[config.mk]
export PLATFORM = sky130hd
export DESIGN_NAME = breakout_top
export DESIGN_NICKNAME = d
export VERILOG_FILES = /design/src/breakout_pkg.sv /design/src/frame_tick.sv /design/src/sprite_raster.sv /design/src/game_fsm.sv /design/src/paddle_unit.sv /design/src/ball_unit.sv /design/src/brick_wall.sv /design/src/breakout_top.sv
export VERILOG_INCLUDE_DIRS = /design/src
export SDC_FILE = /design/constraint.sdc
export NUM_CORES = 1
export LEC_CHECK = 0
export BUFFER_PORTS_ARGS = -buffer_cell sky130_fd_sc_hd__buf_2
export CAP_MARGIN = 20
export CORE_MARGIN = 3
export CORE_UTILIZATION = 55
export DETAILED_ROUTE_END_ITERATION = 10
export PLACE_DENSITY = 0.82
export SETUP_SLACK_MARGIN = 0.4
export SLEW_MARGIN = 25
export SYNTH_ARGS = -nofsm -noshare
export SYNTH_HDL_FRONTEND = slang
export SYNTH_SLANG_ARGS = --single-unit
export TNS_END_PERCENT = 30
[constraint.sdc]
create_clock -name CLOCK_50 -period 5.7 [get_ports CLOCK_50]
set_input_delay 0.57 -clock CLOCK_50 [delete_from_list [all_inputs] [get_ports CLOCK_50]]
set_output_delay 0.57 -clock CLOCK_50 [all_outputs]
set_load 0.01 [all_outputs]
[src/breakout_macros.svh]
// Sizes assume the 160x120 plotter; coordinates are 8 bits, so nothing may sit at 256 or beyond
`ifndef BREAKOUT_MACROS_SVH
`define BREAKOUT_MACROS_SVH

// Playfield
`define SCREEN_W 160
`define SCREEN_H 120
`define COORD_W 8
`define COLOUR_W 3

// Paddle, 16 columns by 2 rows
`define PADDLE_W 16
`define PADDLE_H 2
`define PADDLE_X0 76
`define PADDLE_Y0 110
`define PADDLE_X_MAX 144 // Right edge stop, 160 - 16

`define BALL_X0 80
`define BALL_Y0 108

// One brick row
`define BRICK_W 8
`define BRICK_H 2
`define BRICK_ROW_Y 30
`define BRICK_X0 15
`define BRICK_PITCH 30 // Left edge to left edge
`define NUM_BRICKS 5

// 1 bit per channel, {r, g, b}
`define CLR_BLACK 3'b000
`define CLR_WHITE 3'b111
`define CLR_GREEN 3'b010
`define CLR_RED 3'b100

`define FRAME_CYCLES_DEFAULT 834357 // About 60 Hz at 50 MHz

`endif

[src/breakout_pkg.sv]
// Shared game types; point and pixel layouts must match what the pixel adapter expects
`include "breakout_macros.svh"

package breakout_pkg;

	typedef struct packed {
		logic [`COORD_W-1:0] x;
		logic [`COORD_W-1:0] y;
	} point_t;

	// Plot payload
	typedef struct packed {
		point_t point;
		logic [`COLOUR_W-1:0] colour;
	} pixel_t;

	typedef struct packed {
		logic left; // Active high
		logic right;
	} keys_t;

	typedef enum logic [1:0] {
		SHAPE_SCREEN, // Full 256x256 sweep
		SHAPE_PADDLE,
		SHAPE_BRICK,
		SHAPE_DOT
	} sprite_shape_e;

	// Raster counter, read as {y, x} for full sweeps or as row/column for sprites
	typedef union packed {
		struct packed {
			logic [7:0] y;
			logic [7:0] x;
		} screen;
		struct packed {
			logic [10:0] spare;
			logic row;
			logic [3:0] col;
		} sprite;
	} raster_count_u;

	typedef struct packed {
		sprite_shape_e shape;
		point_t base; // Top left corner, ignored for screen sweeps
		logic [`COLOUR_W-1:0] colour;
	} draw_req_t;

	typedef enum logic [3:0] {
		ST_CLEAR, ST_INIT_PADDLE, ST_INIT_BALL, ST_IDLE,
		ST_ERASE_PADDLE, ST_MOVE_PADDLE, ST_DRAW_PADDLE,
		ST_ERASE_BALL, ST_MOVE_BALL, ST_DRAW_BALL,
		ST_CHECK_BRICK, ST_DRAW_BRICK, ST_DEAD_FILL, ST_HALT
	} game_state_e;

endpackage

[src/frame_tick.sv]
// Pulses one cycle every frame_cycles clocks; frame_cycles must exceed the per-frame draw time
`timescale 1ns/1ps
`include "breakout_macros.svh"

module frame_tick #(
	parameter int frame_cycles = `FRAME_CYCLES_DEFAULT
) (
	input  logic CLOCK_50,
	input  logic rst_n,
	output logic tick
);
	localparam int cnt_w = $clog2(frame_cycles); // Holds frame_cycles - 1

	logic [cnt_w-1:0] count;

	always_ff @(posedge CLOCK_50 or negedge rst_n) begin
		if (!rst_n) begin
			count <= cnt_w'(frame_cycles - 1);
			tick <= 1'b0;
		end else if (count == '0) begin
			count <= cnt_w'(frame_cycles - 1); // Reload, period is frame_cycles
			tick <= 1'b1;
		end else begin
			count <= count - 1'b1;
			tick <= 1'b0;
		end
	end

endmodule

[src/sprite_raster.sv]
// One pixel per cycle with no back-pressure; start must not come before done of the last draw
`timescale 1ns/1ps

module sprite_raster (
	input  logic CLOCK_50,
	input  logic rst_n,
	input  logic start,
	input  breakout_pkg::draw_req_t draw_req,
	output breakout_pkg::pixel_t pixel,
	output logic plot,
	output logic done
);
	breakout_pkg::draw_req_t req_q;
	breakout_pkg::draw_req_t req_cur;
	breakout_pkg::raster_count_u cnt;
	breakout_pkg::raster_count_u cnt_cur;
	breakout_pkg::raster_count_u cnt_nxt;
	breakout_pkg::point_t pt;
	logic busy;
	logic active;
	logic last;
	logic [3:0] col_last;

	// Start bypasses the latch so the first pixel lands one cycle later
	assign req_cur = start ? draw_req : req_q;
	assign cnt_cur = start ? '0 : cnt;
	assign active = start | busy;

	always_comb begin
		case (req_cur.shape)
			breakout_pkg::SHAPE_PADDLE: col_last = 4'(`PADDLE_W - 1);
			breakout_pkg::SHAPE_BRICK: col_last = 4'(`BRICK_W - 1);
			default: col_last = 4'd0;
		endcase
	end

	always_comb begin
		cnt_nxt = cnt_cur;
		pt = req_cur.base;
		if (req_cur.shape == breakout_pkg::SHAPE_SCREEN) begin
			pt.x = cnt_cur.screen.x; // Off-screen points dropped by the adapter
			pt.y = cnt_cur.screen.y;
			last = (&cnt_cur.screen.x) & (&cnt_cur.screen.y);
			cnt_nxt.screen.x = cnt_cur.screen.x + 8'd1;
			if (&cnt_cur.screen.x)
				cnt_nxt.screen.y = cnt_cur.screen.y + 8'd1; // Next line
		end else begin
			pt.x = req_cur.base.x + {4'd0, cnt_cur.sprite.col};
			pt.y = req_cur.base.y + {7'd0, cnt_cur.sprite.row};
			last = (req_cur.shape == breakout_pkg::SHAPE_DOT) ||
				(cnt_cur.sprite.row && cnt_cur.sprite.col == col_last);
			if (cnt_cur.sprite.col == col_last) begin
				cnt_nxt.sprite.col = 4'd0; // Wrap to row 1
				cnt_nxt.sprite.row = 1'b1;
			end else begin
				cnt_nxt.sprite.col = cnt_cur.sprite.col + 4'd1;
			end
		end
	end

	always_ff @(posedge CLOCK_50 or negedge rst_n) begin
		if (!rst_n) begin
			busy <= 1'b0;
			plot <= 1'b0;
			done <= 1'b0;
		end else begin
			plot <= active;
			done <= active & last; // Same cycle as the last pixel
			if (active)
				busy <= ~last;
		end
	end

	always_ff @(posedge CLOCK_50) begin
		if (active) begin
			req_q <= req_cur;
			cnt <= cnt_nxt;
			pixel.point <= pt;
			pixel.colour <= req_cur.colour;
		end
	end

	// Stream goes quiet right after the last pixel
	plot_falls_after_done: assert property (@(posedge CLOCK_50) disable iff (!rst_n)
		done |=> !plot);

endmodule

[src/game_fsm.sv]
// Frame work only starts from idle on a tick; after the red fill the game halts until reset
`timescale 1ns/1ps
`include "breakout_macros.svh"

module game_fsm (
	input  logic CLOCK_50,
	input  logic rst_n,
	input  logic tick,
	input  logic done,
	input  logic dead,
	input  breakout_pkg::point_t paddle_pos,
	input  breakout_pkg::point_t ball_pos,
	input  logic [`NUM_BRICKS-1:0][`COLOUR_W-1:0] brick_colour,
	output logic start,
	output breakout_pkg::draw_req_t draw_req,
	output logic load_init,
	output logic paddle_step,
	output logic ball_step,
	output logic brick_check,
	output logic [2:0] brick_idx
);
	breakout_pkg::game_state_e state;
	breakout_pkg::game_state_e state_nxt;
	breakout_pkg::game_state_e prev_state;
	logic entry;
	logic draw_state;
	logic drawing;
	logic last_brick;
	logic [`COORD_W-1:0] brick_x;

	assign entry = (state != prev_state); // First cycle in a state
	assign last_brick = (brick_idx == 3'(`NUM_BRICKS - 1));
	assign brick_x = 8'(`BRICK_X0) + 8'(`BRICK_PITCH) * {5'd0, brick_idx};

	// Unit strobes, one cycle each
	assign load_init = (state == breakout_pkg::ST_CLEAR) && done;
	assign paddle_step = (state == breakout_pkg::ST_MOVE_PADDLE);
	assign ball_step = (state == breakout_pkg::ST_MOVE_BALL);
	assign brick_check = (state == breakout_pkg::ST_CHECK_BRICK);

	always_comb begin
		case (state)
			breakout_pkg::ST_CLEAR, breakout_pkg::ST_INIT_PADDLE, breakout_pkg::ST_INIT_BALL,
			breakout_pkg::ST_ERASE_PADDLE, breakout_pkg::ST_DRAW_PADDLE,
			breakout_pkg::ST_ERASE_BALL, breakout_pkg::ST_DRAW_BALL,
			breakout_pkg::ST_DRAW_BRICK, breakout_pkg::ST_DEAD_FILL: draw_state = 1'b1;
			default: draw_state = 1'b0;
		endcase
	end

	// A lost ball skips its redraw
	assign start = draw_state && entry && !(state == breakout_pkg::ST_DRAW_BALL && dead);

	always_comb begin
		draw_req.shape = breakout_pkg::SHAPE_DOT;
		draw_req.base = ball_pos;
		draw_req.colour = `CLR_WHITE;
		case (state)
			breakout_pkg::ST_CLEAR: begin
				draw_req.shape = breakout_pkg::SHAPE_SCREEN;
				draw_req.base = '0;
				draw_req.colour = `CLR_BLACK;
			end
			breakout_pkg::ST_INIT_PADDLE, breakout_pkg::ST_DRAW_PADDLE: begin
				draw_req.shape = breakout_pkg::SHAPE_PADDLE;
				draw_req.base = paddle_pos;
			end
			breakout_pkg::ST_ERASE_PADDLE: begin
				draw_req.shape = breakout_pkg::SHAPE_PADDLE;
				draw_req.base = paddle_pos;
				draw_req.colour = `CLR_BLACK;
			end
			breakout_pkg::ST_ERASE_BALL: draw_req.colour = `CLR_BLACK;
			breakout_pkg::ST_DRAW_BRICK: begin
				draw_req.shape = breakout_pkg::SHAPE_BRICK;
				draw_req.base.x = brick_x;
				draw_req.base.y = 8'(`BRICK_ROW_Y);
				draw_req.colour = brick_colour[brick_idx]; // Black once knocked out
			end
			breakout_pkg::ST_DEAD_FILL: begin
				draw_req.shape = breakout_pkg::SHAPE_SCREEN;
				draw_req.base = '0;
				draw_req.colour = `CLR_RED;
			end
			default: ; // Ball dot, white
		endcase
	end

	always_comb begin
		state_nxt = state;
		case (state)
			breakout_pkg::ST_CLEAR: if (done) state_nxt = breakout_pkg::ST_INIT_PADDLE;
			breakout_pkg::ST_INIT_PADDLE: if (done) state_nxt = breakout_pkg::ST_INIT_BALL;
			breakout_pkg::ST_INIT_BALL: if (done) state_nxt = breakout_pkg::ST_IDLE;
			breakout_pkg::ST_IDLE: if (tick) state_nxt = breakout_pkg::ST_ERASE_PADDLE;
			breakout_pkg::ST_ERASE_PADDLE: if (done) state_nxt = breakout_pkg::ST_MOVE_PADDLE;
			breakout_pkg::ST_MOVE_PADDLE: state_nxt = breakout_pkg::ST_DRAW_PADDLE;
			breakout_pkg::ST_DRAW_PADDLE: if (done) state_nxt = breakout_pkg::ST_ERASE_BALL;
			breakout_pkg::ST_ERASE_BALL: if (done) state_nxt = breakout_pkg::ST_MOVE_BALL;
			breakout_pkg::ST_MOVE_BALL: state_nxt = breakout_pkg::ST_DRAW_BALL;
			breakout_pkg::ST_DRAW_BALL: begin
				if (dead)
					state_nxt = breakout_pkg::ST_DEAD_FILL;
				else if (done)
					state_nxt = breakout_pkg::ST_CHECK_BRICK;
			end
			breakout_pkg::ST_CHECK_BRICK: state_nxt = breakout_pkg::ST_DRAW_BRICK;
			breakout_pkg::ST_DRAW_BRICK: begin
				if (done)
					state_nxt = last_brick ? breakout_pkg::ST_IDLE : breakout_pkg::ST_CHECK_BRICK;
			end
			breakout_pkg::ST_DEAD_FILL: if (done) state_nxt = breakout_pkg::ST_HALT;
			default: state_nxt = breakout_pkg::ST_HALT; // Stays here until reset
		endcase
	end

	always_ff @(posedge CLOCK_50 or negedge rst_n) begin
		if (!rst_n) begin
			state <= breakout_pkg::ST_CLEAR;
			prev_state <= breakout_pkg::ST_HALT; // Forces entry on the clear
			brick_idx <= 3'd0;
			drawing <= 1'b0;
		end else begin
			state <= state_nxt;
			prev_state <= state;
			if (state == breakout_pkg::ST_DRAW_BRICK && done)
				brick_idx <= last_brick ? 3'd0 : brick_idx + 3'd1;
			if (start)
				drawing <= 1'b1;
			else if (done)
				drawing <= 1'b0;
		end
	end

	// One draw at a time on the raster
	no_start_mid_draw: assert property (@(posedge CLOCK_50) disable iff (!rst_n)
		drawing |-> !start);

endmodule

[src/paddle_unit.sv]
// Paddle moves one pixel per step; holding both keys leaves it in place except at the right edge
`timescale 1ns/1ps
`include "breakout_macros.svh"

module paddle_unit (
	input  logic CLOCK_50,
	input  logic rst_n,
	input  logic load_init,
	input  logic paddle_step,
	input  breakout_pkg::keys_t keys,
	output breakout_pkg::point_t paddle_pos
);
	localparam breakout_pkg::point_t start_pos = '{x: 8'(`PADDLE_X0), y: 8'(`PADDLE_Y0)};

	breakout_pkg::point_t pos_nxt;

	// Right step first and left against the updated x
	always_comb begin
		pos_nxt = paddle_pos;
		if (keys.right && pos_nxt.x < 8'(`PADDLE_X_MAX))
			pos_nxt.x = pos_nxt.x + 8'd1;
		if (keys.left && pos_nxt.x > 8'd0)
			pos_nxt.x = pos_nxt.x - 8'd1;
	end

	always_ff @(posedge CLOCK_50 or negedge rst_n) begin
		if (!rst_n)
			paddle_pos <= start_pos;
		else if (load_init)
			paddle_pos <= start_pos;
		else if (paddle_step)
			paddle_pos <= pos_nxt; // y never changes
	end

endmodule

[src/ball_unit.sv]
// Bounce tests use the moved position; x bounces at 160, one column past the visible edge
`timescale 1ns/1ps
`include "breakout_macros.svh"

module ball_unit (
	input  logic CLOCK_50,
	input  logic rst_n,
	input  logic load_init,
	input  logic ball_step,
	input  breakout_pkg::point_t paddle_pos,
	input  logic brick_hit,
	output breakout_pkg::point_t ball_pos,
	output logic dead
);
	localparam breakout_pkg::point_t start_pos = '{x: 8'(`BALL_X0), y: 8'(`BALL_Y0)};

	breakout_pkg::point_t pos_nxt;
	logic x_left; // 0 moves right
	logic y_down; // 0 moves up
	logic on_paddle;
	logic flip_x;
	logic flip_y;

	always_comb begin
		pos_nxt.x = x_left ? ball_pos.x - 8'd1 : ball_pos.x + 8'd1;
		pos_nxt.y = y_down ? ball_pos.y + 8'd1 : ball_pos.y - 8'd1;
		flip_x = (pos_nxt.x == 8'd0) || (pos_nxt.x == 8'(`SCREEN_W));
		// Only a falling ball bounces off either paddle row
		on_paddle = y_down &&
			(pos_nxt.y == paddle_pos.y || pos_nxt.y == paddle_pos.y + 8'd1) &&
			pos_nxt.x >= paddle_pos.x &&
			pos_nxt.x <= paddle_pos.x + 8'(`PADDLE_W - 1);
		flip_y = (pos_nxt.y == 8'd0) || on_paddle; // Ceiling or paddle
	end

	always_ff @(posedge CLOCK_50 or negedge rst_n) begin
		if (!rst_n) begin
			ball_pos <= start_pos;
			x_left <= 1'b0;
			y_down <= 1'b0;
			dead <= 1'b0;
		end else if (load_init) begin
			ball_pos <= start_pos;
			x_left <= 1'b0;
			y_down <= 1'b0;
		end else if (ball_step) begin
			ball_pos <= pos_nxt;
			x_left <= x_left ^ flip_x;
			y_down <= y_down ^ flip_y;
			if (pos_nxt.y >= 8'(`SCREEN_H))
				dead <= 1'b1; // Past the bottom
		end else if (brick_hit) begin
			y_down <= ~y_down;
		end
	end

	// Game over sticks until reset
	dead_sticky: assert property (@(posedge CLOCK_50) disable iff (!rst_n)
		dead |=> dead);

endmodule

[src/brick_wall.sv]
// Fixed single row of bricks; brick_idx beyond the last brick never hits
`timescale 1ns/1ps
`include "breakout_macros.svh"

module brick_wall (
	input  logic CLOCK_50,
	input  logic rst_n,
	input  logic load_init,
	input  logic brick_check,
	input  logic [2:0] brick_idx,
	input  breakout_pkg::point_t ball_pos,
	output logic brick_hit,
	output logic [`NUM_BRICKS-1:0][`COLOUR_W-1:0] brick_colour
);
	logic [`NUM_BRICKS-1:0] alive;
	logic [`COORD_W-1:0] brick_x;
	logic hit_now;

	always_comb begin
		brick_x = 8'(`BRICK_X0) + 8'(`BRICK_PITCH) * {5'd0, brick_idx}; // Left edge
		hit_now = (brick_idx < 3'(`NUM_BRICKS)) && alive[brick_idx] &&
			(ball_pos.y == 8'(`BRICK_ROW_Y) || ball_pos.y == 8'(`BRICK_ROW_Y + 1)) &&
			ball_pos.x >= brick_x &&
			ball_pos.x <= brick_x + 8'(`BRICK_W - 1);
	end

	for (genvar i = 0; i < `NUM_BRICKS; i++) begin : g_colour
		assign brick_colour[i] = alive[i] ? `CLR_GREEN : `CLR_BLACK;
	end

	always_ff @(posedge CLOCK_50 or negedge rst_n) begin
		if (!rst_n) begin
			alive <= '1;
			brick_hit <= 1'b0;
		end else if (load_init) begin
			alive <= '1; // Fresh wall
			brick_hit <= 1'b0;
		end else begin
			brick_hit <= brick_check && hit_now; // Ball turns on this pulse
			if (brick_check && hit_now)
				alive[brick_idx] <= 1'b0;
		end
	end

	// Each hit takes out a brick that was standing on the check cycle
	hit_kills_live_brick: assert property (@(posedge CLOCK_50) disable iff (!rst_n)
		brick_hit |-> $past(brick_check) && (($past(alive) & ~alive) != '0));

endmodule

[src/breakout_top.sv]
// Ends at a pixel-plot stream that must be taken every cycle; rst_n is the only restart
`timescale 1ns/1ps
`include "breakout_macros.svh"

module breakout_top #(
	parameter int frame_cycles = `FRAME_CYCLES_DEFAULT
) (
	input  logic CLOCK_50,
	input  logic rst_n,
	input  breakout_pkg::keys_t keys,
	output breakout_pkg::pixel_t pixel,
	output logic plot
);
	logic tick;
	logic start;
	logic done;
	logic dead;
	logic load_init;
	logic paddle_step;
	logic ball_step;
	logic brick_check;
	logic brick_hit;
	logic [2:0] brick_idx;
	breakout_pkg::draw_req_t draw_req;
	breakout_pkg::point_t paddle_pos;
	breakout_pkg::point_t ball_pos;
	logic [`NUM_BRICKS-1:0][`COLOUR_W-1:0] brick_colour;

	frame_tick #(.frame_cycles(frame_cycles)) frame_tick_i (
		.CLOCK_50(CLOCK_50), .rst_n(rst_n), .tick(tick)
	);

	game_fsm game_fsm_i (
		.CLOCK_50(CLOCK_50), .rst_n(rst_n), .tick(tick), .done(done), .dead(dead),
		.paddle_pos(paddle_pos), .ball_pos(ball_pos), .brick_colour(brick_colour),
		.start(start), .draw_req(draw_req), .load_init(load_init),
		.paddle_step(paddle_step), .ball_step(ball_step),
		.brick_check(brick_check), .brick_idx(brick_idx)
	);

	sprite_raster sprite_raster_i (
		.CLOCK_50(CLOCK_50), .rst_n(rst_n), .start(start), .draw_req(draw_req),
		.pixel(pixel), .plot(plot), .done(done)
	);

	paddle_unit paddle_unit_i (
		.CLOCK_50(CLOCK_50), .rst_n(rst_n), .load_init(load_init),
		.paddle_step(paddle_step), .keys(keys), .paddle_pos(paddle_pos)
	);

	ball_unit ball_unit_i (
		.CLOCK_50(CLOCK_50), .rst_n(rst_n), .load_init(load_init), .ball_step(ball_step),
		.paddle_pos(paddle_pos), .brick_hit(brick_hit), .ball_pos(ball_pos), .dead(dead)
	);

	brick_wall brick_wall_i (
		.CLOCK_50(CLOCK_50), .rst_n(rst_n), .load_init(load_init),
		.brick_check(brick_check), .brick_idx(brick_idx), .ball_pos(ball_pos),
		.brick_hit(brick_hit), .brick_colour(brick_colour)
	);

endmodule

# Word level (Yosys, flattened, before mapping)
# Memories as Yosys holds them, arrays and structs flattened.
# Index checks and enable logic that the tools add are counted.
# word_totals
mem_count	1
register_bits	129
mem_bits_ro	16
input_bits	4
wordCells	191
output_inout_bits	20
# op_classes
eq_ne	33
n_bitwise	10
muxes	55
mul	1
addsub	17
order_cmp	10
reduce_logical	40
# mem_list
memory	depth	width	read_ports	rd_ports_with_merged_regs	wr	line	rtl
(name not given)	16	1	1	0	0	game_fsm.sv:42	case (state)
# ops
op	n
two-way mux 16 bit	6
one-hot mux 18 bit (3 select lines)	1
two-way mux 4 bit	13
one-hot mux 4 bit (13 select lines)	1
adder 8 x 1 -> 8 bit (second input constant)	6
two-way mux 8 bit	5
subtractor 8 x 1 -> 8 bit (second input constant)	3
two-way mux 21 bit	1
equality test 4 bit (second input constant)	5
logical NOT 20 bit	1
two-way mux 20 bit	1
subtractor 20 x 1 -> 20 bit (second input constant)	1
logical AND 1 bit	17
equality test 4 x 3 -> 1 bit (second input constant)	4
equality test 8 x 5 -> 1 bit (second input constant)	2
equality test 8 bit	2
greater-or-equal comparator 8 bit	2
less-or-equal comparator 8 bit	2
logical NOT 8 bit	2
!= test 2 x 1 -> 1 bit (second input constant)	8
AND reduction 8 bit	2
two-way mux 5 bit	3
two-way mux 1 bit	11
two-way mux 11 bit	1
other kinds (48)	66

# Logic depth before layout (Yosys ltp)
# Gate-level depths: netlist of the first run.
# logic_depth
ltp_word	12
ltp_mapped	18
depth_no_buf	16

# By module
# From an unflattened synthesis of the first run, not the netlist that was laid out.
# hier_totals
cells_unflattened	1084
hier_area_um2	10317.4
# modules_own_cells
mod	n_inst	cells_each	seq_area_each_um2	area_each_um2
sprite_raster	1	254	1666.6	3029.2
ball_unit	1	251	483.0	2314.7
game_fsm	1	213	279.0	1651.6
brick_wall	1	129	156.4	1156.1
frame_tick	1	108	539.3	1124.8
paddle_unit	1	129	230.2	1041.0

# Least setup slack after synthesis of the first run
# OpenSTA, ideal clock, no wires.
# synth_timing
path_type	reg2reg
startpoint	reg game_fsm_i.brick_idx[0]
endpoint	reg brick_wall_i.alive[0]
setup_ns	0.096
setup_slack_ns	1.444
synth_period_minus_slack_ns	4.256
stages_incl_launch_ff	17
arrival_time_ns	4.160
required_ns	5.604
n_path_buf	1
path_cell_list	dfrtp_1 > clkbuf_1 > inv_1 > fa_1 > inv_1 > ha_1 > fa_1 > xor2_1 > and3b_1 > xnor2_1 > nor2_1 > xnor2_1 > ha_1 > a211oi_1 > a21oi_1 > nor4_2 > a31oi_1
# synth_via
elab_chain_cells	8
word_cells_on_any_way	23
classes_between	add/sub: 2; mul: 1; order compare: 5; mux: 6; bitwise: 2; reduce/logical: 7
# synth_rtl
item	line	rtl
start: declaration	game_fsm.sv:20	output logic [2:0] brick_idx
start signal: assignment	game_fsm.sv:127	brick_idx <= last_brick ? 3'd0 : brick_idx + 3'd1;
parallel branches: the longest is 8 deep, another holds adder 4 x 8 -> 8 bit	-	
end signal: assignment	brick_wall.sv:33	alive <= '1;
end signal: assignment	brick_wall.sv:36	alive <= '1;
end signal: indexed assignment	brick_wall.sv:41	alive[brick_idx] <= 1'b0;
end: declaration	brick_wall.sv:15	logic [`NUM_BRICKS-1:0] alive;
# Parallel ways; which one is timed is not known. The select of a mux whose other input is x is not followed.
# A chain may end at the register's enable or synchronous reset.

# Final worst setup path of the first run
# layout_timing
startpoint	reg game_fsm_i.brick_idx[0]
endpoint	reg brick_wall_i.alive[1]
# The elaborated chain is that of the path after synthesis.

==> metrics.md, run 1 <==
| Metric | Value |
|---|---|
| TritonCTS Buffers | `17` |
| Die Ht | `131 um` |
| Max Cap Viol | `0` |
| Largest net degree at the start of global routing | `70` |
| CTS tree | `done` |
| Final worst-path cycle share | `0.839` |
| Synthesized netlist cell count | `921` |
| Syn_area_per_cell | `9.40 um2` |
| Wire per inst | `17.4 um` |
| RSZ-0062 raised after global routing | `false` |
| Final min period | `4.78 ns` |
| Psw | `roughly 430 uW` |
| DIE AREA | `0.0173 mm2` |
| Register area share after synthesis | `0.387` |
| Slew Limit Fails | `0` |
| Max stage delay on crit path | `around 0.6 ns` |
| Final Wtd Congestion | `0.949` |
| Commonest cells after routing, fill and taps aside | `83 x nor2_1, 78 x nand2_1, 70 x ha_1, 56 x a21oi_1, 54 x o21ai_0` |
| RR Endpoint | `brick_wall_i.alive[1]` |
| Worst Skew | `0.00781 ns` |
| DRT iter0 DRCs | `between 600 and 700` |
| Wl on met1 | `9040 um` |
| Status | `finished clean` |
| Setup_tns | `0 ns` |
| Main synth FF type | `edfxtp_1` |
| Core area | `0.0153 mm2` |
| CP endpoint kind | `register` |
| Layout area overhead | `10.3%` |
| Via density | `6.08` |
| Final core utilization | `0.624` |
| Area leader, netlist | `edfxtp_1` |
| Wirelength, routed | `~20000 um` |
| Initial antenna violation count | `0` |
| CP required | `just over 6 ns` |
| Synthesized area | `0.00866 mm2` |
| Clock latency on the worst-skew pair | `around 0.43 ns` |
| Min-Delay Path Class | `in -> async` |
| CP max FO | `11` |
| Row count | `45` |
| Post-route DRC violation count | `0` |
| Top sig layer | `met4` |
| Layout Cells excl Fill | `1156` |
| Fin nets | `1012` |
| CP Data Arrival Time | `5.12 ns` |
| Post-CTS Setup Bufs | `0` |
| CP max-delay cell | `dfrtp_1` |
| YS warnings | `0` |
| Die width | `131 um` |
| Vias | `7030` |
| Port-buffer cells | `23` |
| EDFF count, synth | `53` |
| PD cells | `approximately 220 mW/mm2` |
| WL met2 | `9760 um` |
| Sw Share | `0.208` |
| Met3 routed WL | `903 um` |
| Routed Antenna Nets | `0` |
| First-pass iteration count of the detailed router | `6` |
| Net Count, Synth | `1001` |
| Placed cells | `1124` |
| Synthesized flop and latch total | `approximately 120` |
| N_diodes | `0` |
| First-pass GRT wire length | `33000 um` |
| Library cells used by synthesis | `82` |
| Clk pin slew, worst setup/hold paths | `0.06 ns` |
| H-tree levels | `4` |
| Congestion Overflow GR | `0` |
| Sequential Power Share | `0.439` |
| Final hold vios | `0` |
| Worst path cell trace | `inv_1 > fa_1 > inv_1 > ha_1 > fa_1 > xor2_1 > and3b_1 > xnor2_1 > nor2_1 > xnor2_1 > ha_1 > nand4_1 > o22ai_1 > a21oi_1 > nor4_2 > a31oi_1` |
| Top cells by area, synth | `edfxtp_1 18%, dfrtp_1 12%, ha_1 10%` |
| Final setup vio count | `0` |
| Share of layout cells above drive strength 1 | `0.131` |
| Clock power frac | `0.551` |
| Fmax | `about 210 MHz` |
| CTS max path bufs | `2` |
| CTS sink cnt | `122` |
| All-Layer GR Usage | `0.233` |
| P_leak | `0.00383 uW` |
| Cts repair resizes | `0` |
| Commonest non-fill, non-tap cell in the layout | `nor2_1` |
| Worst slew pin tran | `0.898 ns` |
| Final HPWL DP | `14000 um` |
| Startpoint types | `register` |
| Internal | `1650 uW` |
| Critical R2R Launch | `game_fsm_i.brick_idx[0]` |
| Reg2reg setup slack | `a little over 0.9 ns` |
| Combinational power share | `0.009` |
| Clock Tree Root | `clkbuf_16` |
| Share of the synthesized area in the top cell type | `0.184` |
| Starting Density | `0.565` |
| Peak supply drop | `0.000234 V` |
| Ys async rst share | `0.566` |
| Slew Limit Headroom | `0.402` |
| Vias in the first global route | `6903` |
| Io pins | `24` |
| Crit Path Class | `reg -> reg` |
| R2r worst-path depth | `16` |
| Cts hold-fix bufs | `0` |
-- critical path, delay by kind of cell (launching register included) --
kind | cells | cell delay (ns)
buffers and inverters | 2 | 0.38
DFF | 1 | 0.61
xor gates and xnor gates | 3 | 0.68
adders and majority gates | 4 | 1.56
and+or+nand+nor | 4 | 1.01
AOI/OAI and AO/OA | 3 | 0.43
-- synth_stat cells (3+ instances only) --
master	number
nand4b_1	3
nand3b_1	3
nand4_1	18
nand2b_1	10
nor2_1	83
o211ai_1	5
or3_1	10
a222oi_1	4
xnor2_1	45
clkbuf_1	22
and2_1	11
mux2i_1	13
dfrtp_1	40
nor2b_1	9
nor4_1	9
o21ai_0	54
o31ai_1	5
mux2_2	6
nand2_1	78
edfxtp_1	53
nand3_1	28
or2_2	4
ha_1	70
a21o_1	17
nor3b_1	5
a22oi_1	5
or4_1	5
and3_1	6
a211oi_1	6
inv_1	49
dfstp_2	29
o31a_1	3
buf_4	3
nor3_1	19
a31o_2	4
a31oi_1	10
buf_1	4
a21oi_1	56
fa_1	6
buf_2	9
xor2_1	32
o21a_1	7
o22ai_1	7
a221oi_1	4
-- layout make-up --
cell class | instances | area, um2
fillers | 1266 | 5760
multi-input cells | 708 | 4940
flip-flops and latches | 122 | 3350
clock buffers | 17 | 425
well taps | 211 | 264
clock inverters | 15 | 199
inverters | 52 | 196
repair buffers | 31 | 175
-- flip-flops by register name, indices dropped and copies added, names as in the netlist, 3 cells and up --
register and flops:
frame_tick_i.count 20, sprite_raster_i.req_q 18, sprite_raster_i.pixel 19, ball_unit_i.ball_pos 16
sprite_raster_i.cnt 16, paddle_unit_i.paddle_pos 9, brick_wall_i.alive 5, game_fsm_i.prev_state 4
game_fsm_i.brick_idx 3, game_fsm_i.state 4
-- metrics by stage --
step	worst slack [ns]	hold WS, ns	total power [uW]	instance area [um2]
5_1_grt	0.530	0.420	2130	9550
3_5_place_dp	0.964	0.481	951	8930
2_1_floorplan	1.44	0.274	937	8660
4_1_cts	0.926	0.377	2090	9550
3_3_place_gp	1.18	0.477	950	8920
6_report	0.916	0.342	2080	9550
-- worst max-delay path by stage --
stage                                 start                    end  slack [ns]  depth (start not counted)
floorplan           game_fsm_i.brick_idx[0]  brick_wall_i.alive[0]        1.44                         16
global placement    game_fsm_i.brick_idx[0]  brick_wall_i.alive[0]        1.18                         15
detailed placement  game_fsm_i.brick_idx[0]  brick_wall_i.alive[0]        0.96                         15
CTS                 game_fsm_i.brick_idx[0]  brick_wall_i.alive[1]        0.93                         15
global route        game_fsm_i.brick_idx[0]  brick_wall_i.alive[1]        0.53                         15
finish              game_fsm_i.brick_idx[0]  brick_wall_i.alive[1]        0.92                         16
-- routing by layer --
metal / global-route usage / up-vias
met4: 0.0712 / 0
met5: 0 / -
li1: - / 3358
met2: 0.388 / 212
met1: 0.307 / 3427
met3: 0.0482 / 33
-- logic make-up after synthesis --
| group | synth area share |
|---|---|
| simple gates | 0.179 |
| compound gates | 0.171 |
| flops | 0.387 |
| buf+inv | 0.0429 |
| xor+xnor | 0.0779 |
| fa+ha+maj | 0.116 |
| mux | 0.0254 |
-- power groups by stage --
stage	registers, uW	clock network (uW)	logic (uW)
CTS	915	1160	20.1
global placement	931	0	19.1
finish	915	1150	19.5
floorplan	930	0	6.86
global route	915	1190	22.1
detailed placement	931	0	20.1
Note: power is estimated with default switching activity, not from simulation.
==> inputs of run 2 (changes only) <==
clock period = 4.93 ns   (was 5.7 ns; I/O delays follow)
==> metrics.md, run 2 (synthesized netlist as in run 1, its figures left out) <==
| Metric | Value |
|---|---|
| Core area | `between 0.015 and 0.02 mm2` |
| Final hold vios | `0` |
| Final min period | `around 4.2 ns` |
| DRT iter0 DRCs | `635` |
| Setup_tns | `0 ns` |
| Place WS | `approximately 0.68 ns` |
| Port-buffer cells | `23` |
| CTS sink cnt | `122` |
| Number of fill cells in the layout | `between 1000 and 1500` |
| CP endpoint kind | `register` |
| Routed Antenna Nets | `0` |
| Vias in the first global route | `7016` |
| Final HPWL DP | `14400 um` |
| Fin nets | `slightly above 1000` |
| Row count | `45` |
| Setup WS post-layout | `0.734 ns` |
| Die Ht | `131 um` |
| RR Endpoint | `sprite_raster_i.cnt[13]` |
| CP Data Arrival Time | `4.35 ns` |
| Slew Limit Headroom | `0.403` |
| Final core utilization | `0.630` |
| First-pass iteration count of the detailed router | `5` |
| Commonest cells after routing, fill and taps aside | `83 x nor2_1, 78 x nand2_1, 70 x ha_1, 56 x a21oi_1, 54 x o21ai_0` |
| Wirelength, routed | `20600 um` |
| Worst Skew | `~0.010 ns` |
| Max Cap Viol | `0` |
| Largest registers | `frame_tick_i.count: 20 flops, sprite_raster_i.pixel: 19 flops, sprite_raster_i.req_q: 18 flops` |
| Largest net degree at the start of global routing | `70` |
| DIE AREA | `0.0173 mm2` |
| Slew Limit Fails | `0` |
| Post-CTS Setup Bufs | `0` |
| H-tree levels | `4` |
| R2r worst-path depth | `15` |
| Largest Register | `frame_tick_i.count` |
| Initial antenna violation count | `0` |
| Min-Delay Path Class | `in -> async` |
| Clock Tree Root | `clkbuf_16` |
| Critical R2R Launch | `game_fsm_i.state[3]` |
| Worst slew pin tran | `0.895 ns` |
| Reg2reg setup slack | `0.73 ns` |
| Share of layout cells above drive strength 1 | `0.143` |
| PD cells | `between 200 and 300 mW/mm2` |
| Final Wtd Congestion | `0.932` |
| Design area | `just under 0.01 mm2` |
| Io pins | `24` |
| Layout area overhead | `11.5%` |
| All-Layer GR Usage | `0.242` |
| Multi-input gate area | `a little under 0.005 mm2` |
| N_diodes | `0` |
| P_leak | `0.00390 uW` |
| Clock latency on the worst-skew pair | `roughly 0.42 ns` |
| Max reg flops | `20` |
| CTS max path bufs | `2` |
| Fmax | `around 240 MHz` |
| Commonest non-fill, non-tap cell in the layout | `nor2_1` |
| CP max FO | `27` |
| Placed instance area | `0.00900 mm2` |
| Status | `finished clean` |
| Crit Path Class | `reg -> reg` |
| Wire per inst | `about 18 um` |
| Starting Density | `0.565` |
| Peak supply drop | `0.000232 V` |
| TritonCTS Buffers | `17` |
| Final setup vio count | `0` |
| CTS tree | `done` |
| Reg area | `0.00336 mm2` |
| Startpoint types | `register` |
| Clk pin slew, worst setup/hold paths | `0.06 ns` |
| Via density | `6.12` |
| CP required | `around 5.1 ns` |
| Final hold slack | `0.274 ns` |
| Congestion Overflow GR | `0` |
| RSZ-0062 raised after global routing | `false` |
| Die width | `131 um` |
| Final worst-path cycle share | `0.851` |
| Post-route DRC violation count | `0` |
| First-pass GRT wire length | `34600 um` |
| Vias | `7131` |
==> run 2: where the power goes <==
group,internal [uW],switching (uW),leakage [uW],total [uW]
logic,5.35,17.1,0.00241,22.4
clock network,914,478,0.000325,1390
registers,1060,1.70,0.00116,1060
total,1980,497,0.00390,2470
==> run 2: area by class of cell <==
type / instances / area share
clock buffers: 18 / 0.0455
clock inverters: 14 / 0.0225
inverters: 52 / 0.0202
multi-input cells: 708 / 0.512
flip-flops and latches: 122 / 0.348
well taps: 211 / 0.0273
repair buffers: 40 / 0.0251
==> run 2: how the worst max path moves through the flow <==
stage                             from                      end  depth (start not counted)
2_1_floorplan  game_fsm_i.brick_idx[0]    brick_wall_i.alive[0]                         16
3_3_place_gp   game_fsm_i.brick_idx[1]    brick_wall_i.alive[4]                         16
3_5_place_dp   game_fsm_i.brick_idx[1]    brick_wall_i.alive[4]                         16
4_1_cts        game_fsm_i.brick_idx[1]    brick_wall_i.alive[2]                         16
5_1_grt        game_fsm_i.brick_idx[1]    brick_wall_i.alive[1]                         17
6_report           game_fsm_i.state[3]  sprite_raster_i.cnt[13]                         15
==> run 2: what timing repair did <==
action,CTS,global route
endpoints found under the setup margin,0,6
resized for setup,0,2
hold buffers,0,0
==> run 2: per-stage QoR <==
| step | total power, uW | instances |
|---|---|---|
| final | 2470 | 1165 |
| after global routing | 2520 | 1165 |
| after CTS | 2480 | 1165 |
| after floorplan | 1080 | 921 |
| after detailed placement | 1100 | 1133 |
| after global placement | 1100 | 1133 |
==> run 2: critical path, stage by stage, from the launching register on <==
cell and delay (ns):
dfrtp_1 0.85, xnor2_1 0.19, nand2_1 0.08, o32a_1 0.36, nand2_2 0.12, buf_4 0.22, o21a_1 0.22, ha_1 0.19
and3_1 0.23, nand3_1 0.13, nor2_1 0.42, nand3_1 0.14, nor3b_1 0.42, nand3_1 0.15, xor2_1 0.16, nor2_1 0.05
==> run 2: per-layer routing <==
| metal | up-vias | GRT usage | share of wire |
|---|---|---|---|
| met4 | 0 | 0.0782 | 0.021 |
| met5 | - | 0 | 0 |
| met2 | 215 | 0.400 | 0.49 |
| met1 | 3495 | 0.325 | 0.43 |
| met3 | 37 | 0.0433 | 0.052 |
| li1 | 3384 | - | - |
==> inputs of run 3 (changes only) <==
ABC_AREA = 1   (was not set)
==> metrics.md, run 3 <==
| Metric | Value |
|---|---|
| Status | `finished clean` |
| Reg2reg setup slack | `0.77 ns` |
| Most frequent cells after synthesis | `311 x nand2_1, 147 x inv_1, 105 x nor2_1` |
| Wirelength, routed | `21300 um` |
| Max Cap Viol | `0` |
| Synthesized area | `0.00892 mm2` |
| Vias in the first global route | `about 7400` |
| Worst path cell trace | `clkinvlp_4 > fa_1 > inv_1 > ha_1 > fa_1 > nand2_1 > xnor2_2 > nor3_2 > inv_1 > nor2_1 > xor2_1 > ha_1 > nand2_1 > nor2_1 > nand2_1 > o211ai_1 > nand2_1 > and3_1 > nand3_1 > o21ai_0 > nand2_1` |
| Clock Tree Root | `clkbuf_16` |
| Final HPWL DP | `15400 um` |
| Commonest non-fill, non-tap cell in the layout | `nand2_1` |
| Crit Path Class | `reg -> reg` |
| First-pass iteration count of the detailed router | `5` |
| Min-Delay Path Class | `in -> async` |
| Routed Antenna Nets | `0` |
| CTS tree | `done` |
| Combinational power share | `0.007` |
| Setup WS post-layout | `between 0.7 and 0.8 ns` |
| Design area | `0.00990 mm2` |
| Clock power frac | `0.545` |
| Vias | `7818` |
| Final min period | `4.16 ns` |
| Main synth FF type | `edfxtp_1` |
| CTS max path bufs | `2` |
| Post-route DRC violation count | `0` |
| Clock latency on the worst-skew pair | `between 0.4 and 0.5 ns` |
| First-pass GRT wire length | `35800 um` |
| Final worst-path cycle share | `0.844` |
| P_leak | `0.00481 uW` |
| Placed cells | `1389` |
| DIE AREA | `0.0178 mm2` |
| Ys async rst share | `0.566` |
| Setup_tns | `0 ns` |
| Io pins | `24` |
| Placed instance area | `0.00923 mm2` |
| Syn_area_per_cell | `7.63 um2` |
| TritonCTS Buffers | `17` |
| Net Count, Synth | `1248` |
| N_diodes | `0` |
| Peak supply drop | `0.000277 V` |
| Most common cell in the netlist | `nand2_1` |
| Core area | `0.0155 mm2` |
| CP endpoint kind | `register` |
| Row count | `45` |
| CP max-delay cell | `fa_1` |
| Max stage delay on crit path | `0.54 ns` |
| Layout Cells excl Fill | `1426` |
| Slew Limit Fails | `0` |
| Crit path top cell by count | `nand2_1` |
| YS warnings | `0` |
| Largest Register | `frame_tick_i.count` |
| RR Endpoint | `brick_wall_i.alive[0]` |
| Multi-input gate area | `between 0.004 and 0.005 mm2` |
| Worst slew pin tran | `0.892 ns` |
| Via density | `5.48` |
| Layout area overhead | `11.0%` |
| Library cells used by synthesis | `50` |
| DRT iter0 DRCs | `578` |
| CP max FO | `7` |
| Die Ht | `133 um` |
| Initial antenna violation count | `0` |
| Wire per inst | `~15 um` |
| Die width | `133 um` |
| Final Wtd Congestion | `just under 1` |
| All-Layer GR Usage | `0.245` |
| EDFF count, synth | `53` |
| H-tree levels | `4` |
| Commonest cells after routing, fill and taps aside | `310 x nand2_1, 146 x inv_1, 105 x nor2_1, 81 x nand3_1, 70 x ha_1` |
| CP Data Arrival Time | `4.51 ns` |
| Fmax | `240 MHz` |
| R2r worst-path depth | `21` |
| Top cells by area, synth | `edfxtp_1 18%, nand2_1 13%, dfrtp_1 11%` |
| Congestion Overflow GR | `0` |
| RSZ-0062 raised after global routing | `false` |
| CTS sink cnt | `122` |
| Reg area | `0.00336 mm2` |
| Starting Density | `0.574` |
| Internal | `~1900 uW` |
| Sw Share | `0.212` |
| Place WS | `0.598 ns` |
| Share of layout cells above drive strength 1 | `0.137` |
| Synthesized flop and latch total | `122` |
| Area leader, netlist | `edfxtp_1` |
| Worst Skew | `0.00692 ns` |
| Register area share after synthesis | `0.376` |
| Share of the synthesized area in the top cell type | `0.179` |
| Largest net degree at the start of global routing | `70` |
| Psw | `~500 uW` |
| Number of fill cells in the layout | `1343` |
| Slew Limit Headroom | `0.405` |
| Fin nets | `1282` |
| Sequential Power Share | `0.449` |
| Synthesized netlist cell count | `around 1200` |
| Clk pin slew, worst setup/hold paths | `0.06 ns` |
| Port-buffer cells | `23` |
| CP required | `around 5.3 ns` |
| Final hold vios | `0` |
| Critical R2R Launch | `game_fsm_i.brick_idx[1]` |
| Final setup vio count | `0` |
| PD cells | `238 mW/mm2` |
| Final hold slack | `~0.25 ns` |
| Startpoint types | `register` |
| Max reg flops | `20` |
| Largest registers | `frame_tick_i.count: 20 flops, sprite_raster_i.pixel: 19 flops, sprite_raster_i.req_q: 18 flops` |
==> run 3: changes by cell type in the layout (fill, tap and decap cells not counted), sizes merged, moves of 11 or more <==
cell	before	now
a21o	17	2
a21oi	56	44
and2	12	0
inv	53	163
mux2i	13	0
nand2	80	324
nand3	28	83
nor2	83	124
o21ai	55	70
or3	11	0
xnor2	45	12
==> run 3: worst max-delay path by stage <==
stage	start	to	slack, ns
2_1_floorplan	game_fsm_i.brick_idx[0]	brick_wall_i.alive[1]	0.69
5_1_grt	game_fsm_i.brick_idx[1]	brick_wall_i.alive[0]	0.42
4_1_cts	game_fsm_i.brick_idx[1]	brick_wall_i.alive[0]	0.59
3_3_place_gp	game_fsm_i.brick_idx[1]	brick_wall_i.alive[0]	0.77
6_report	game_fsm_i.brick_idx[1]	brick_wall_i.alive[0]	0.77
3_5_place_dp	game_fsm_i.brick_idx[1]	brick_wall_i.alive[0]	0.60
==> run 3: what timing repair did <==
action,in CTS,in global routing
hold buffers,0,0
hold endpoints to repair,0,0
gates resized for setup,0,7
endpoints found under the setup margin,0,6
buffers inserted,0,5
==> run 3: worst max-delay path: cells and delay by family, from the launching register on <==
family	cells	cell delay (ns)
fa+ha+maj	4	1.57
simple gates	10	1.05
flops	1	0.45
buf+inv	3	0.36
xor+xnor	2	0.36
compound gates	2	0.27
==> run 3: cell type report <==
cell class | instances | area share
clock buffers | 18 | 0.0434
clock inverters | 14 | 0.0174
inverters | 163 | 0.0622
multi-input cells | 864 | 0.491
flip-flops and latches | 122 | 0.339
well taps | 211 | 0.0267
repair buffers | 34 | 0.0200
==> run 3: metrics by stage <==
step | total power, uW | util
floorplan | 1080 | -
global placement | 1090 | 0.594
detailed placement | 1090 | 0.594
CTS | 2360 | 0.633
global route | 2420 | 0.637
finish | 2350 | 0.637
==> run 3: logic make-up after synthesis <==
group / count (synthesis) / synth area share
simple gates: 581 / 0.281
fa+ha+maj: 76 / 0.112
xor+xnor: 51 / 0.0501
buf+inv: 182 / 0.0817
flops: 122 / 0.376
compound gates: 156 / 0.0991
==> run 3: metal layers <==
| metal | GRT usage | share of wire | vias to the layer above |
|---|---|---|---|
| li1 | - | - | 3885 |
| met1 | 0.325 | 0.45 | 3642 |
| met2 | 0.398 | 0.47 | 241 |
| met3 | 0.0449 | 0.051 | 50 |
| met4 | 0.0989 | 0.030 | 0 |
| met5 | 0 | 0 | - |
==> run 3: power groups by stage <==
stage	sequential, uW	clock (uW)	combinational [uW]
floorplan	1070	0	2.12
global placement	1070	0	15.7
detailed placement	1070	0	16.0
CTS	1060	1290	16.0
global route	1060	1340	17.7
finish	1060	1280	15.3
